### src/verilog/rvPkg.sv
`default_nettype none
/* core-wide types and constants
   word, register index, instruction and ALU operation types
   opcodes, funct fields, forwarding and writeback selects */
package rvPkg;

	typedef logic [31:0] wordT;
	typedef logic [4:0] regIdxT;
	typedef logic [31:0] instrT;

	// ALU operations the decoder can ask for
	typedef enum logic [2:0] {
		ALU_ADD,
		ALU_SUB,
		ALU_OR,
		ALU_AND,
		ALU_SLT
	} aluOpT;

	// operand source in execute, 2'b11 is never used
	typedef enum logic [1:0] {
		FWD_REG = 2'b00,
		FWD_WB  = 2'b01,
		FWD_MEM = 2'b10
	} fwdSelT;

	// writeback result source
	typedef enum logic {
		WB_ALU,
		WB_MEM
	} wbSelT;

	// major opcodes of the supported subset
	localparam logic [6:0] OP_REG    = 7'b0110011;
	localparam logic [6:0] OP_IMM    = 7'b0010011;
	localparam logic [6:0] OP_LOAD   = 7'b0000011;
	localparam logic [6:0] OP_STORE  = 7'b0100011;
	localparam logic [6:0] OP_BRANCH = 7'b1100011;
	localparam logic [6:0] OP_JAL    = 7'b1101111;

	// funct3 values, add and sub share one
	localparam logic [2:0] F3_ADD = 3'b000;
	localparam logic [2:0] F3_SLT = 3'b010;
	localparam logic [2:0] F3_OR  = 3'b110;
	localparam logic [2:0] F3_AND = 3'b111;
	localparam logic [2:0] F3_BEQ = 3'b000;
	localparam logic [6:0] F7_SUB = 7'b0100000;

	localparam wordT RESET_PC = 32'h0000_0000;
	// addi x0, x0, 0
	localparam instrT NOP_INSTR = 32'h0000_0013;

endpackage : rvPkg
`default_nettype wire

### src/verilog/pipeIf.sv
`timescale 1ns/1ns
`default_nettype none
/* pipeline bundles between stages
   decode-to-execute, execute-to-memory, memory-to-writeback, hazard control */

interface idExIf;
	rvPkg::wordT a, b, signImm, pcPlus4;
	rvPkg::regIdxT rs1, rs2, rd;
	logic regWrite, memToReg, memWrite, aluSrc, jump;
	rvPkg::aluOpT aluOp;
	modport src (output a, b, signImm, rs1, rs2, rd, regWrite, memToReg, memWrite,
		aluSrc, aluOp, jump, pcPlus4);
	modport dst (input a, b, signImm, rs1, rs2, rd, regWrite, memToReg, memWrite,
		aluSrc, aluOp, jump, pcPlus4);
endinterface : idExIf

interface exMemIf;
	rvPkg::wordT aluOut, writeData;
	rvPkg::regIdxT rd;
	logic regWrite, memToReg, memWrite;
	modport src (output aluOut, writeData, rd, regWrite, memToReg, memWrite);
	modport dst (input aluOut, writeData, rd, regWrite, memToReg, memWrite);
endinterface : exMemIf

interface memWbIf;
	rvPkg::wordT result;
	rvPkg::regIdxT rd;
	logic regWrite;
	modport src (output result, rd, regWrite);
	modport dst (input result, rd, regWrite);
endinterface : memWbIf

// clock only feeds the hazard checks
interface hazardIf (input logic clk);
	rvPkg::regIdxT rs1D, rs2D;
	logic usesBranchD, stallF, stallD, flushE, forwardAD, forwardBD;
	rvPkg::fwdSelT forwardAE, forwardBE;
	modport hazard (input clk, rs1D, rs2D, usesBranchD,
		output stallF, stallD, flushE, forwardAD, forwardBD, forwardAE, forwardBE);
	modport decode (output rs1D, rs2D, usesBranchD, input flushE, forwardAD, forwardBD);
	modport execute (input forwardAE, forwardBE);
endinterface : hazardIf
`default_nettype wire

### src/verilog/fetchStage.sv
`timescale 1ns/1ns
`default_nettype none
/* fetch stage
   pc register, next-pc select and fetch-to-decode register */
module fetchStage (
	input  logic clk,
	input  logic rstN,
	input  logic stallF,
	input  logic stallD,
	input  logic pcSrcD,
	input  logic jumpD,
	input  rvPkg::wordT pcBranchD,
	input  rvPkg::wordT jumpTargetD,
	input  rvPkg::instrT imemData,
	output rvPkg::wordT imemAddr,
	output rvPkg::instrT instrD,
	output rvPkg::wordT pcD,
	output rvPkg::wordT pcPlus4D
);
	rvPkg::wordT pcF, pcPlus4F, pcNext;
	logic redirect;

	assign pcPlus4F = pcF + 32'd4;
	assign imemAddr = pcF;
	assign redirect = pcSrcD | jumpD;

	// branch wins over jump, sequential fetch last
	always_comb begin
		if (pcSrcD)
			pcNext = pcBranchD;
		else if (jumpD)
			pcNext = jumpTargetD;
		else
			pcNext = pcPlus4F;
	end

	always_ff @(posedge clk or negedge rstN) begin
		if (!rstN)
			pcF <= rvPkg::RESET_PC;
		else if (!stallF)
			pcF <= pcNext;
	end

	// the word fetched behind a redirect is dropped
	always_ff @(posedge clk or negedge rstN) begin
		if (!rstN)
			instrD <= rvPkg::NOP_INSTR;
		else if (!stallD)
			instrD <= redirect ? rvPkg::NOP_INSTR : imemData;
	end

	always_ff @(posedge clk) begin
		if (!stallD) begin
			pcD <= pcF;
			pcPlus4D <= pcPlus4F;
		end
	end

endmodule : fetchStage
`default_nettype wire

### src/verilog/controlDecoder.sv
`timescale 1ns/1ns
`default_nettype none
/* main and ALU decoder for the RV32I subset */
module controlDecoder (
	input  rvPkg::instrT instr,
	output logic regWrite,
	output logic memToReg,
	output logic memWrite,
	output logic aluSrc,
	output logic branch,
	output logic jump,
	output rvPkg::aluOpT aluOp
);
	logic [6:0] opcode, funct7;
	logic [2:0] funct3;
	rvPkg::aluOpT f3Op;

	assign opcode = instr[6:0];
	assign funct3 = instr[14:12];
	assign funct7 = instr[31:25];

	// shared funct3 decode for register and immediate forms
	always_comb begin
		case (funct3)
			rvPkg::F3_SLT: f3Op = rvPkg::ALU_SLT;
			rvPkg::F3_OR:  f3Op = rvPkg::ALU_OR;
			rvPkg::F3_AND: f3Op = rvPkg::ALU_AND;
			default:       f3Op = rvPkg::ALU_ADD;
		endcase
	end

	always_comb begin
		// unknown opcodes fall through as a nop
		{regWrite, memToReg, memWrite, aluSrc, branch, jump} = 6'b0;
		aluOp = rvPkg::ALU_ADD;
		case (opcode)
			rvPkg::OP_REG: begin
				regWrite = 1'b1;
				if (funct3 == rvPkg::F3_ADD && funct7 == rvPkg::F7_SUB)
					aluOp = rvPkg::ALU_SUB;
				else
					aluOp = f3Op;
			end
			rvPkg::OP_IMM: begin
				regWrite = 1'b1;
				aluSrc = 1'b1;
				aluOp = f3Op;
			end
			rvPkg::OP_LOAD: begin
				regWrite = 1'b1;
				memToReg = 1'b1;
				aluSrc = 1'b1;
			end
			rvPkg::OP_STORE: begin
				memWrite = 1'b1;
				aluSrc = 1'b1;
			end
			// only beq, other compares stay a nop
			rvPkg::OP_BRANCH: branch = (funct3 == rvPkg::F3_BEQ);
			rvPkg::OP_JAL: begin
				regWrite = 1'b1;
				jump = 1'b1;
			end
			default: ;
		endcase
	end

endmodule : controlDecoder
`default_nettype wire

### src/verilog/regFile.sv
`timescale 1ns/1ns
`default_nettype none
/* register file, two reads and one falling-edge write */
module regFile (
	input  logic clk,
	input  logic we,
	input  rvPkg::regIdxT ra1,
	input  rvPkg::regIdxT ra2,
	input  rvPkg::regIdxT wa,
	input  rvPkg::wordT wd,
	output rvPkg::wordT rd1,
	output rvPkg::wordT rd2
);
	rvPkg::wordT regs [32];

	// written mid-cycle so decode sees the writeback value
	always_ff @(negedge clk) begin
		if (we)
			regs[wa] <= wd;
	end

	// x0 is hardwired on the read side
	assign rd1 = (ra1 != '0) ? regs[ra1] : '0;
	assign rd2 = (ra2 != '0) ? regs[ra2] : '0;

endmodule : regFile
`default_nettype wire

### src/verilog/decodeStage.sv
`timescale 1ns/1ns
`default_nettype none
/* decode stage
   operand read and bypass, immediates, branch resolve, decode-to-execute register */
module decodeStage (
	input  logic clk,
	input  logic rstN,
	input  rvPkg::instrT instrD,
	input  rvPkg::wordT pcD,
	input  rvPkg::wordT pcPlus4D,
	input  rvPkg::wordT aluOutM,
	memWbIf.dst memWb,
	hazardIf.decode hz,
	idExIf.src idEx,
	output logic pcSrcD,
	output logic jumpD,
	output rvPkg::wordT pcBranchD,
	output rvPkg::wordT jumpTargetD
);
	logic regWriteD, memToRegD, memWriteD, aluSrcD, branchD;
	rvPkg::aluOpT aluOpD;
	rvPkg::regIdxT rs1, rs2, rd;
	rvPkg::wordT rfA, rfB, aD, bD;
	rvPkg::wordT immI, immS, immB, immJ, signImmD;

	controlDecoder u_ctrl (
		.instr(instrD), .regWrite(regWriteD), .memToReg(memToRegD), .memWrite(memWriteD),
		.aluSrc(aluSrcD), .branch(branchD), .jump(jumpD), .aluOp(aluOpD)
	);

	assign rs1 = instrD[19:15];
	assign rs2 = instrD[24:20];
	assign rd = instrD[11:7];

	regFile u_rf (
		.clk(clk), .we(memWb.regWrite), .ra1(rs1), .ra2(rs2), .wa(memWb.rd),
		.wd(memWb.result), .rd1(rfA), .rd2(rfB)
	);

	// bypass from memory stage only, writeback is covered by the regfile
	assign aD = hz.forwardAD ? aluOutM : rfA;
	assign bD = hz.forwardBD ? aluOutM : rfB;

	assign immI = {{20{instrD[31]}}, instrD[31:20]};
	assign immS = {{20{instrD[31]}}, instrD[31:25], instrD[11:7]};
	assign immB = {{19{instrD[31]}}, instrD[31], instrD[7], instrD[30:25], instrD[11:8], 1'b0};
	assign immJ = {{11{instrD[31]}}, instrD[31], instrD[19:12], instrD[20], instrD[30:21],
		1'b0};
	// stores carry the split immediate
	assign signImmD = memWriteD ? immS : immI;

	assign pcBranchD = pcD + immB;
	assign jumpTargetD = pcD + immJ;
	assign pcSrcD = branchD && (aD == bD);

	assign hz.rs1D = rs1;
	assign hz.rs2D = rs2;
	assign hz.usesBranchD = branchD;

	// control bits, cleared into a bubble on flush
	always_ff @(posedge clk or negedge rstN) begin
		if (!rstN) begin
			{idEx.regWrite, idEx.memToReg, idEx.memWrite, idEx.aluSrc, idEx.jump} <= 5'b0;
		end else if (hz.flushE) begin
			{idEx.regWrite, idEx.memToReg, idEx.memWrite, idEx.aluSrc, idEx.jump} <= 5'b0;
		end else begin
			idEx.regWrite <= regWriteD;
			idEx.memToReg <= memToRegD;
			idEx.memWrite <= memWriteD;
			idEx.aluSrc <= aluSrcD;
			idEx.jump <= jumpD;
		end
	end

	// operands and indices
	always_ff @(posedge clk) begin
		idEx.a <= aD;
		idEx.b <= bD;
		idEx.signImm <= signImmD;
		idEx.rs1 <= rs1;
		idEx.rs2 <= rs2;
		idEx.rd <= rd;
		idEx.aluOp <= aluOpD;
		idEx.pcPlus4 <= pcPlus4D;
	end

endmodule : decodeStage
`default_nettype wire

### src/verilog/executeStage.sv
`timescale 1ns/1ns
`default_nettype none
/* execute stage
   operand forwarding, ALU, link select and execute-to-memory register */
module executeStage (
	input  logic clk,
	input  logic rstN,
	idExIf.dst idEx,
	hazardIf.execute hz,
	memWbIf.dst memWb,
	exMemIf.src exMem
);
	rvPkg::wordT srcA, srcB, aluB, aluVal, resultE;

	// operand A source
	always_comb begin
		case (hz.forwardAE)
			rvPkg::FWD_WB:  srcA = memWb.result;
			rvPkg::FWD_MEM: srcA = exMem.aluOut;
			default:        srcA = idEx.a;
		endcase
	end

	// operand B source, also the store data
	always_comb begin
		case (hz.forwardBE)
			rvPkg::FWD_WB:  srcB = memWb.result;
			rvPkg::FWD_MEM: srcB = exMem.aluOut;
			default:        srcB = idEx.b;
		endcase
	end

	assign aluB = idEx.aluSrc ? idEx.signImm : srcB;

	always_comb begin
		case (idEx.aluOp)
			rvPkg::ALU_SUB: aluVal = srcA - aluB;
			rvPkg::ALU_OR:  aluVal = srcA | aluB;
			rvPkg::ALU_AND: aluVal = srcA & aluB;
			// signed compare
			rvPkg::ALU_SLT: aluVal = {31'b0, $signed(srcA) < $signed(aluB)};
			default:        aluVal = srcA + aluB;
		endcase
	end

	// jal links pc plus four
	assign resultE = idEx.jump ? idEx.pcPlus4 : aluVal;

	always_ff @(posedge clk or negedge rstN) begin
		if (!rstN) begin
			{exMem.regWrite, exMem.memToReg, exMem.memWrite} <= 3'b0;
		end else begin
			exMem.regWrite <= idEx.regWrite;
			exMem.memToReg <= idEx.memToReg;
			exMem.memWrite <= idEx.memWrite;
		end
	end

	always_ff @(posedge clk) begin
		exMem.aluOut <= resultE;
		exMem.writeData <= srcB;
		exMem.rd <= idEx.rd;
	end

	// hazard unit only ever picks one of the three sources
	fwdSelValid: assert property (@(posedge clk) disable iff (!rstN)
		hz.forwardAE inside {rvPkg::FWD_REG, rvPkg::FWD_WB, rvPkg::FWD_MEM} &&
		hz.forwardBE inside {rvPkg::FWD_REG, rvPkg::FWD_WB, rvPkg::FWD_MEM});

endmodule : executeStage
`default_nettype wire

### src/verilog/memoryStage.sv
`timescale 1ns/1ns
`default_nettype none
/* memory stage
   data memory drive, memory-to-writeback register, result select */
module memoryStage (
	input  logic clk,
	input  logic rstN,
	exMemIf.dst exMem,
	input  rvPkg::wordT dmemRdata,
	output rvPkg::wordT dmemAddr,
	output rvPkg::wordT dmemWdata,
	output logic dmemWe,
	memWbIf.src memWb
);
	rvPkg::wordT readDataW, aluOutW;
	rvPkg::regIdxT rdW;
	logic regWriteW;
	rvPkg::wbSelT wbSelW;

	// memory sees the stage directly, write lands on the next rising edge
	assign dmemAddr = exMem.aluOut;
	assign dmemWdata = exMem.writeData;
	assign dmemWe = exMem.memWrite;

	always_ff @(posedge clk or negedge rstN) begin
		if (!rstN) begin
			regWriteW <= 1'b0;
			wbSelW <= rvPkg::WB_ALU;
		end else begin
			regWriteW <= exMem.regWrite;
			wbSelW <= exMem.memToReg ? rvPkg::WB_MEM : rvPkg::WB_ALU;
		end
	end

	always_ff @(posedge clk) begin
		readDataW <= dmemRdata;
		aluOutW <= exMem.aluOut;
		rdW <= exMem.rd;
	end

	// load data or ALU value
	assign memWb.result = (wbSelW == rvPkg::WB_MEM) ? readDataW : aluOutW;
	assign memWb.rd = rdW;
	assign memWb.regWrite = regWriteW;

endmodule : memoryStage
`default_nettype wire

### src/verilog/hazardUnit.sv
`timescale 1ns/1ns
`default_nettype none
/* hazard unit
   forwarding selects, load-use and branch stalls, execute flush */
module hazardUnit (
	hazardIf.hazard hz,
	idExIf.dst idEx,
	exMemIf.dst exMem,
	memWbIf.dst memWb
);
	logic lwStall, branchStall, exHit, memLoadHit;

	// memory stage is newer, so it wins over writeback
	function automatic rvPkg::fwdSelT pickFwd(input rvPkg::regIdxT rs);
		if (rs == '0)
			return rvPkg::FWD_REG;
		if (exMem.regWrite && exMem.rd == rs)
			return rvPkg::FWD_MEM;
		if (memWb.regWrite && memWb.rd == rs)
			return rvPkg::FWD_WB;
		return rvPkg::FWD_REG;
	endfunction

	assign hz.forwardAE = pickFwd(idEx.rs1);
	assign hz.forwardBE = pickFwd(idEx.rs2);

	// decode bypass for the beq compare
	assign hz.forwardAD = (hz.rs1D != '0) && exMem.regWrite && (exMem.rd == hz.rs1D);
	assign hz.forwardBD = (hz.rs2D != '0) && exMem.regWrite && (exMem.rd == hz.rs2D);

	// load in execute feeding decode
	assign lwStall = idEx.memToReg && (idEx.rd != '0) &&
		(idEx.rd == hz.rs1D || idEx.rd == hz.rs2D);

	// beq operands still being computed or loaded
	assign exHit = idEx.regWrite && (idEx.rd != '0) &&
		(idEx.rd == hz.rs1D || idEx.rd == hz.rs2D);
	assign memLoadHit = exMem.memToReg && (exMem.rd != '0) &&
		(exMem.rd == hz.rs1D || exMem.rd == hz.rs2D);
	assign branchStall = hz.usesBranchD && (exHit || memLoadHit);

	assign hz.stallF = lwStall | branchStall;
	assign hz.stallD = lwStall | branchStall;
	assign hz.flushE = lwStall | branchStall;

	// load then dependent beq is the longest case, two cycles
	stallBounded: assert property (@(posedge hz.clk) not (hz.stallD [*3]));

endmodule : hazardUnit
`default_nettype wire

### src/verilog/riscvCore.sv
`timescale 1ns/1ns
`default_nettype none
/* five-stage RV32I core top level
   stage, hazard unit and bundle hookup with memory ports */
module riscvCore (
	input  logic clk,
	input  logic rstN,
	output rvPkg::wordT imemAddr,
	input  rvPkg::instrT imemData,
	output rvPkg::wordT dmemAddr,
	output rvPkg::wordT dmemWdata,
	output logic dmemWe,
	input  rvPkg::wordT dmemRdata
);
	// fetch to decode
	rvPkg::instrT instrD;
	rvPkg::wordT pcD, pcPlus4D;
	// decode back to fetch
	logic pcSrcD, jumpD;
	rvPkg::wordT pcBranchD, jumpTargetD;

	idExIf idEx ();
	exMemIf exMem ();
	memWbIf memWb ();
	hazardIf hz (.clk(clk));

	fetchStage u_fetch (
		.clk(clk), .rstN(rstN),
		.stallF(hz.stallF), .stallD(hz.stallD),
		.pcSrcD(pcSrcD), .jumpD(jumpD),
		.pcBranchD(pcBranchD), .jumpTargetD(jumpTargetD),
		.imemData(imemData), .imemAddr(imemAddr),
		.instrD(instrD), .pcD(pcD), .pcPlus4D(pcPlus4D)
	);

	decodeStage u_decode (
		.clk(clk), .rstN(rstN),
		.instrD(instrD), .pcD(pcD), .pcPlus4D(pcPlus4D),
		.aluOutM(exMem.aluOut),
		.memWb(memWb), .hz(hz), .idEx(idEx),
		.pcSrcD(pcSrcD), .jumpD(jumpD),
		.pcBranchD(pcBranchD), .jumpTargetD(jumpTargetD)
	);

	executeStage u_execute (
		.clk(clk), .rstN(rstN),
		.idEx(idEx), .hz(hz), .memWb(memWb), .exMem(exMem)
	);

	memoryStage u_memory (
		.clk(clk), .rstN(rstN),
		.exMem(exMem), .dmemRdata(dmemRdata),
		.dmemAddr(dmemAddr), .dmemWdata(dmemWdata), .dmemWe(dmemWe),
		.memWb(memWb)
	);

	hazardUnit u_hazard (
		.hz(hz), .idEx(idEx), .exMem(exMem), .memWb(memWb)
	);

endmodule : riscvCore
`default_nettype wire

### config.mk
export PLATFORM = sky130hd
export DESIGN_NAME = riscvCore
export DESIGN_NICKNAME = d
export VERILOG_FILES = /design/src/verilog/rvPkg.sv /design/src/verilog/pipeIf.sv /design/src/verilog/fetchStage.sv /design/src/verilog/controlDecoder.sv /design/src/verilog/regFile.sv /design/src/verilog/decodeStage.sv /design/src/verilog/executeStage.sv /design/src/verilog/memoryStage.sv /design/src/verilog/hazardUnit.sv /design/src/verilog/riscvCore.sv
export SDC_FILE = /design/constraint.sdc
export NUM_CORES = 2
export LEC_CHECK = 0
export BUFFER_PORTS_ARGS = -buffer_cell sky130_fd_sc_hd__buf_4
export CAP_MARGIN = 5
export CORE_UTILIZATION = 40
export DETAILED_ROUTE_END_ITERATION = 6
export PLACE_DENSITY = 0.53
export SLEW_MARGIN = 20
export SYNTH_ARGS = -nofsm -noshare
export SYNTH_HDL_FRONTEND = slang
export SYNTH_SLANG_ARGS = --single-unit
### constraint.sdc
create_clock -name clk -period 7.2 [get_ports clk]
set_input_delay 1.44 -clock clk [delete_from_list [all_inputs] [get_ports clk]]
set_output_delay 1.44 -clock clk [all_outputs]
set_load 0.01 [all_outputs]
==> run metrics <==
status=finished, violations left; violated checks=negative setup slack; drc violations=0; Yosys warning total=0; post-synth top area share=0.471; Fin Clk Skew=just under 0.08 ns; initial antenna violation count=11; Slew headroom=0.187; Register Area=0.0398 mm²; total track usage=0.292; Post-Syn Instances=around 4,700; commonest cells in the netlist=edfxtp_1, mux4_2, dfxtp_1; clk_lat worst skew=0.83 ns; Num CTS Buffers=165; Clock Sink Count=1,424; first-pass GRT wire length=around 360,000 µm; hold path startpoint=u_fetch.pcPlus4D[4]; CP Launch Point=u_decode.u_rf.regs[9][5]; worst-margin pin slew=1.22 ns; Overflow after GRT=0; layout cells sized above 1=0.229; Lkg Pwr=~0.034 µW; CP max stage cell=a221o_2; register area share after synthesis=0.574; Die Ht=418 µm; area grow syn2layout=22.0%; routed via count=50,900; Post-synth ARST share=0.0520; final hold violations=0; Post-synth EDFFs=about 1,100; max incr delay on CP=0.46 ns; reg-to-reg critical path startpoint=u_decode.u_rf.regs[9][5]; FP Rows=152; crit-path max FO=26; fin. max-slew vios=0; Worst EP required=7.88 ns; endpoints failing setup=46; Routed wire per std cell=30.3 µm; Setup TNS Final=-4.02 ns; Max IR drop VDD=around 0.22 mV; multi-input logic area=0.0280 mm²; Top Ports=163; initial DRC count=6,026; Cell Area, Synth=~0.07 mm²; vias per std cell=between 6 and 7; final WL=257,000 µm; largest area contributor in the netlist=edfxtp_1; Worst-path clk slew=0.06 ns; pwr/cell area=313 mW/mm²; RD Place Congestion=about 0.94; Startpoint Class=flop; CTS max path bufs=3; CP arrival=8.00 ns; RSZ-0062 raised after global routing=yes; Hold Path Class=flop to flop; H-tree levels=4; Die X=418 µm; CP endpoint kind=flop; hold_buf cts=0; most frequent cell after synthesis=edfxtp_1; number of global-route vias before repair=52,000; largest net degree at the start of global routing=about 120; fillcell total=15,300; syn nets=4,945; Mean Syn Cell Area=14.6 µm²; hold_ws=0.334 ns; Port Buf Inserts=162; CTS tree=yes; Die Area=0.175 mm²; number of routed nets with antenna violations=0; nets=6,249; setup ws final=-0.123 ns; worst-path cell chain=mux4_2 -> and2_1 -> a211oi_1 -> a211oi_1 -> a221o_2 -> xnor2_2 -> nand4_1 -> nor4_4 -> buf_4 -> and3_4 -> buf_12 -> nor3_4 -> buf_12 -> a22o_1; capturing point of the worst reg2reg path=u_fetch.instrD[14]; Main synth FF type=edfxtp_1; Worst Setup EP=u_fetch.instrD[14]; dpl hpwl=164,000 µm; Seq cells post-synth=1,424; final core occ=0.492; register-to-register setup slack=-0.12 ns; drt first pass iters=6; worst-case reg-to-reg path depth=14; top cells by area, synth=edfxtp_1, mux4_2, dfxtp_1; Synth cell types=84; Max-cap violations=0; clock root cell=clkbuf_16; kind of critical path=flop to flop; core footprint=roughly 0.17 mm²; initial core utilization=0.403; overall power=26,500 µW
==> metal layers <==
layer | share of wire | track usage
met1 | 0.41 | 0.393
met2 | 0.46 | 0.446
met5 | 0.000051 | 0
met3 | 0.091 | 0.0668
met4 | 0.042 | 0.138
==> worst max-delay path, delay by kind of cell, from the launching register on <==
kind                   cells  cell delay [ns]
multiplexers               1             0.45
flip-flops                 1             0.41
AND/OR/NAND/NOR            5             0.95
XOR/XNOR                   1             0.26
AO/OA/AOI/OAI              4             0.97
buffers and inverters      3             0.53
==> logic make-up after synthesis <==
kind of cell | synth area share
AO/OA/AOI/OAI | 0.104
XOR/XNOR | 0.0196
adder cells (fa/ha/maj) | 0.0272
buffers and inverters | 0.0328
flip-flops | 0.574
multiplexers | 0.189
AND/OR/NAND/NOR | 0.0540
==> state kept, by name, indices dropped and copies added (netlist names), 3 cells and up <==
register	count
u_memory.memWb.rd	5
u_decode.idEx.rd	5
u_fetch.pcPlus4D	32
u_fetch.pcD	30
u_execute.exMem.aluOut	32
u_decode.idEx.a	32
u_decode.idEx.pcPlus4	32
u_decode.idEx.signImm	12
u_decode.idEx.aluOp	3
u_decode.idEx.b	32
u_execute.exMem.rd	5
u_memory.aluOutW	32
u_fetch.instrD	32
u_execute.exMem.writeData	32
u_memory.readDataW	32
u_fetch.imemAddr	32
u_decode.idEx.rs1	5
u_decode.u_rf.regs	1024
u_decode.idEx.rs2	5
==> area by class of cell <==
| cell class | instances | area share |
|---|---|---|
| inverter | 194 | 0.00863 |
| antenna | 1 | 0.0000296 |
| sequential | 1424 | 0.471 |
| clock inverter | 1136 | 0.0590 |
| multi-input combinational | 2799 | 0.331 |
| clock buffer | 193 | 0.0523 |
| timing repair buffer | 427 | 0.0440 |
| tap | 2310 | 0.0342 |
==> how the worst min path moves through the flow <==
stage | end | slack (ns) | depth (start not counted)
2_1_floorplan | u_decode.idEx.pcPlus4[10] | 0.32 | 0
3_3_place_gp | u_decode.idEx.pcPlus4[19] | 0.32 | 0
3_5_place_dp | u_decode.idEx.pcPlus4[28] | 0.33 | 0
4_1_cts | u_decode.idEx.pcPlus4[4] | 0.34 | 0
5_1_grt | u_decode.idEx.pcPlus4[12] | 0.34 | 0
6_report | u_decode.idEx.pcPlus4[4] | 0.33 | 0
==> metrics by stage <==
step / setup WS, ns / instances / instance area, µm²
final: -0.123 / 8484 / 84500
after global routing: -0.186 / 8483 / 84500
after CTS: -0.202 / 8477 / 84200
after detailed placement: -0.360 / 7144 / 74600
after global placement: -0.338 / 7144 / 74600
after floorplan: 0.160 / 4731 / 69300
==> what timing repair did <==
action / 4_1_cts / 5_1_grt
endpoints found under the hold margin: 0 / 0
resized for setup: 25 / 69
buffers inserted: 4 / 9
pin swaps: 9 / 31
endpoints found under the setup margin: 64 / 64
gates cloned: 1 / 0
==> placed cells by master (no fill, tap or decap), drive strengths merged, types with 29 or more instances in the layout <==
| master | instances |
|---|---|
| a21o | 40 |
| buf | 427 |
| xor2 | 50 |
| edfxtp | 1086 |
| dfrtp | 71 |
| nand4 | 29 |
| nand3 | 51 |
| inv | 1259 |
| nor3 | 45 |
| a22o | 44 |
| a221oi | 46 |
| o21ai | 166 |
| dfxtp | 264 |
| a21oi | 227 |
| ha | 144 |
| a211oi | 63 |
| mux2i | 120 |
| nor2 | 225 |
| nor2b | 34 |
| xnor2 | 105 |
| clkbuf | 193 |
| and2 | 37 |
| mux2 | 50 |
| o21a | 43 |
| mux4 | 503 |
| o211ai | 32 |
| o22ai | 32 |
| a22oi | 172 |
| nand2 | 222 |
==> power breakdown <==
group	leakage, µW	internal, µW	switching (µW)	total (µW)
sequential	0.0130	10200	691	10800
combinational	0.0127	1680	3090	4770
clock	0.00822	5780	5060	10800
(Power assumes the default switching activity.)
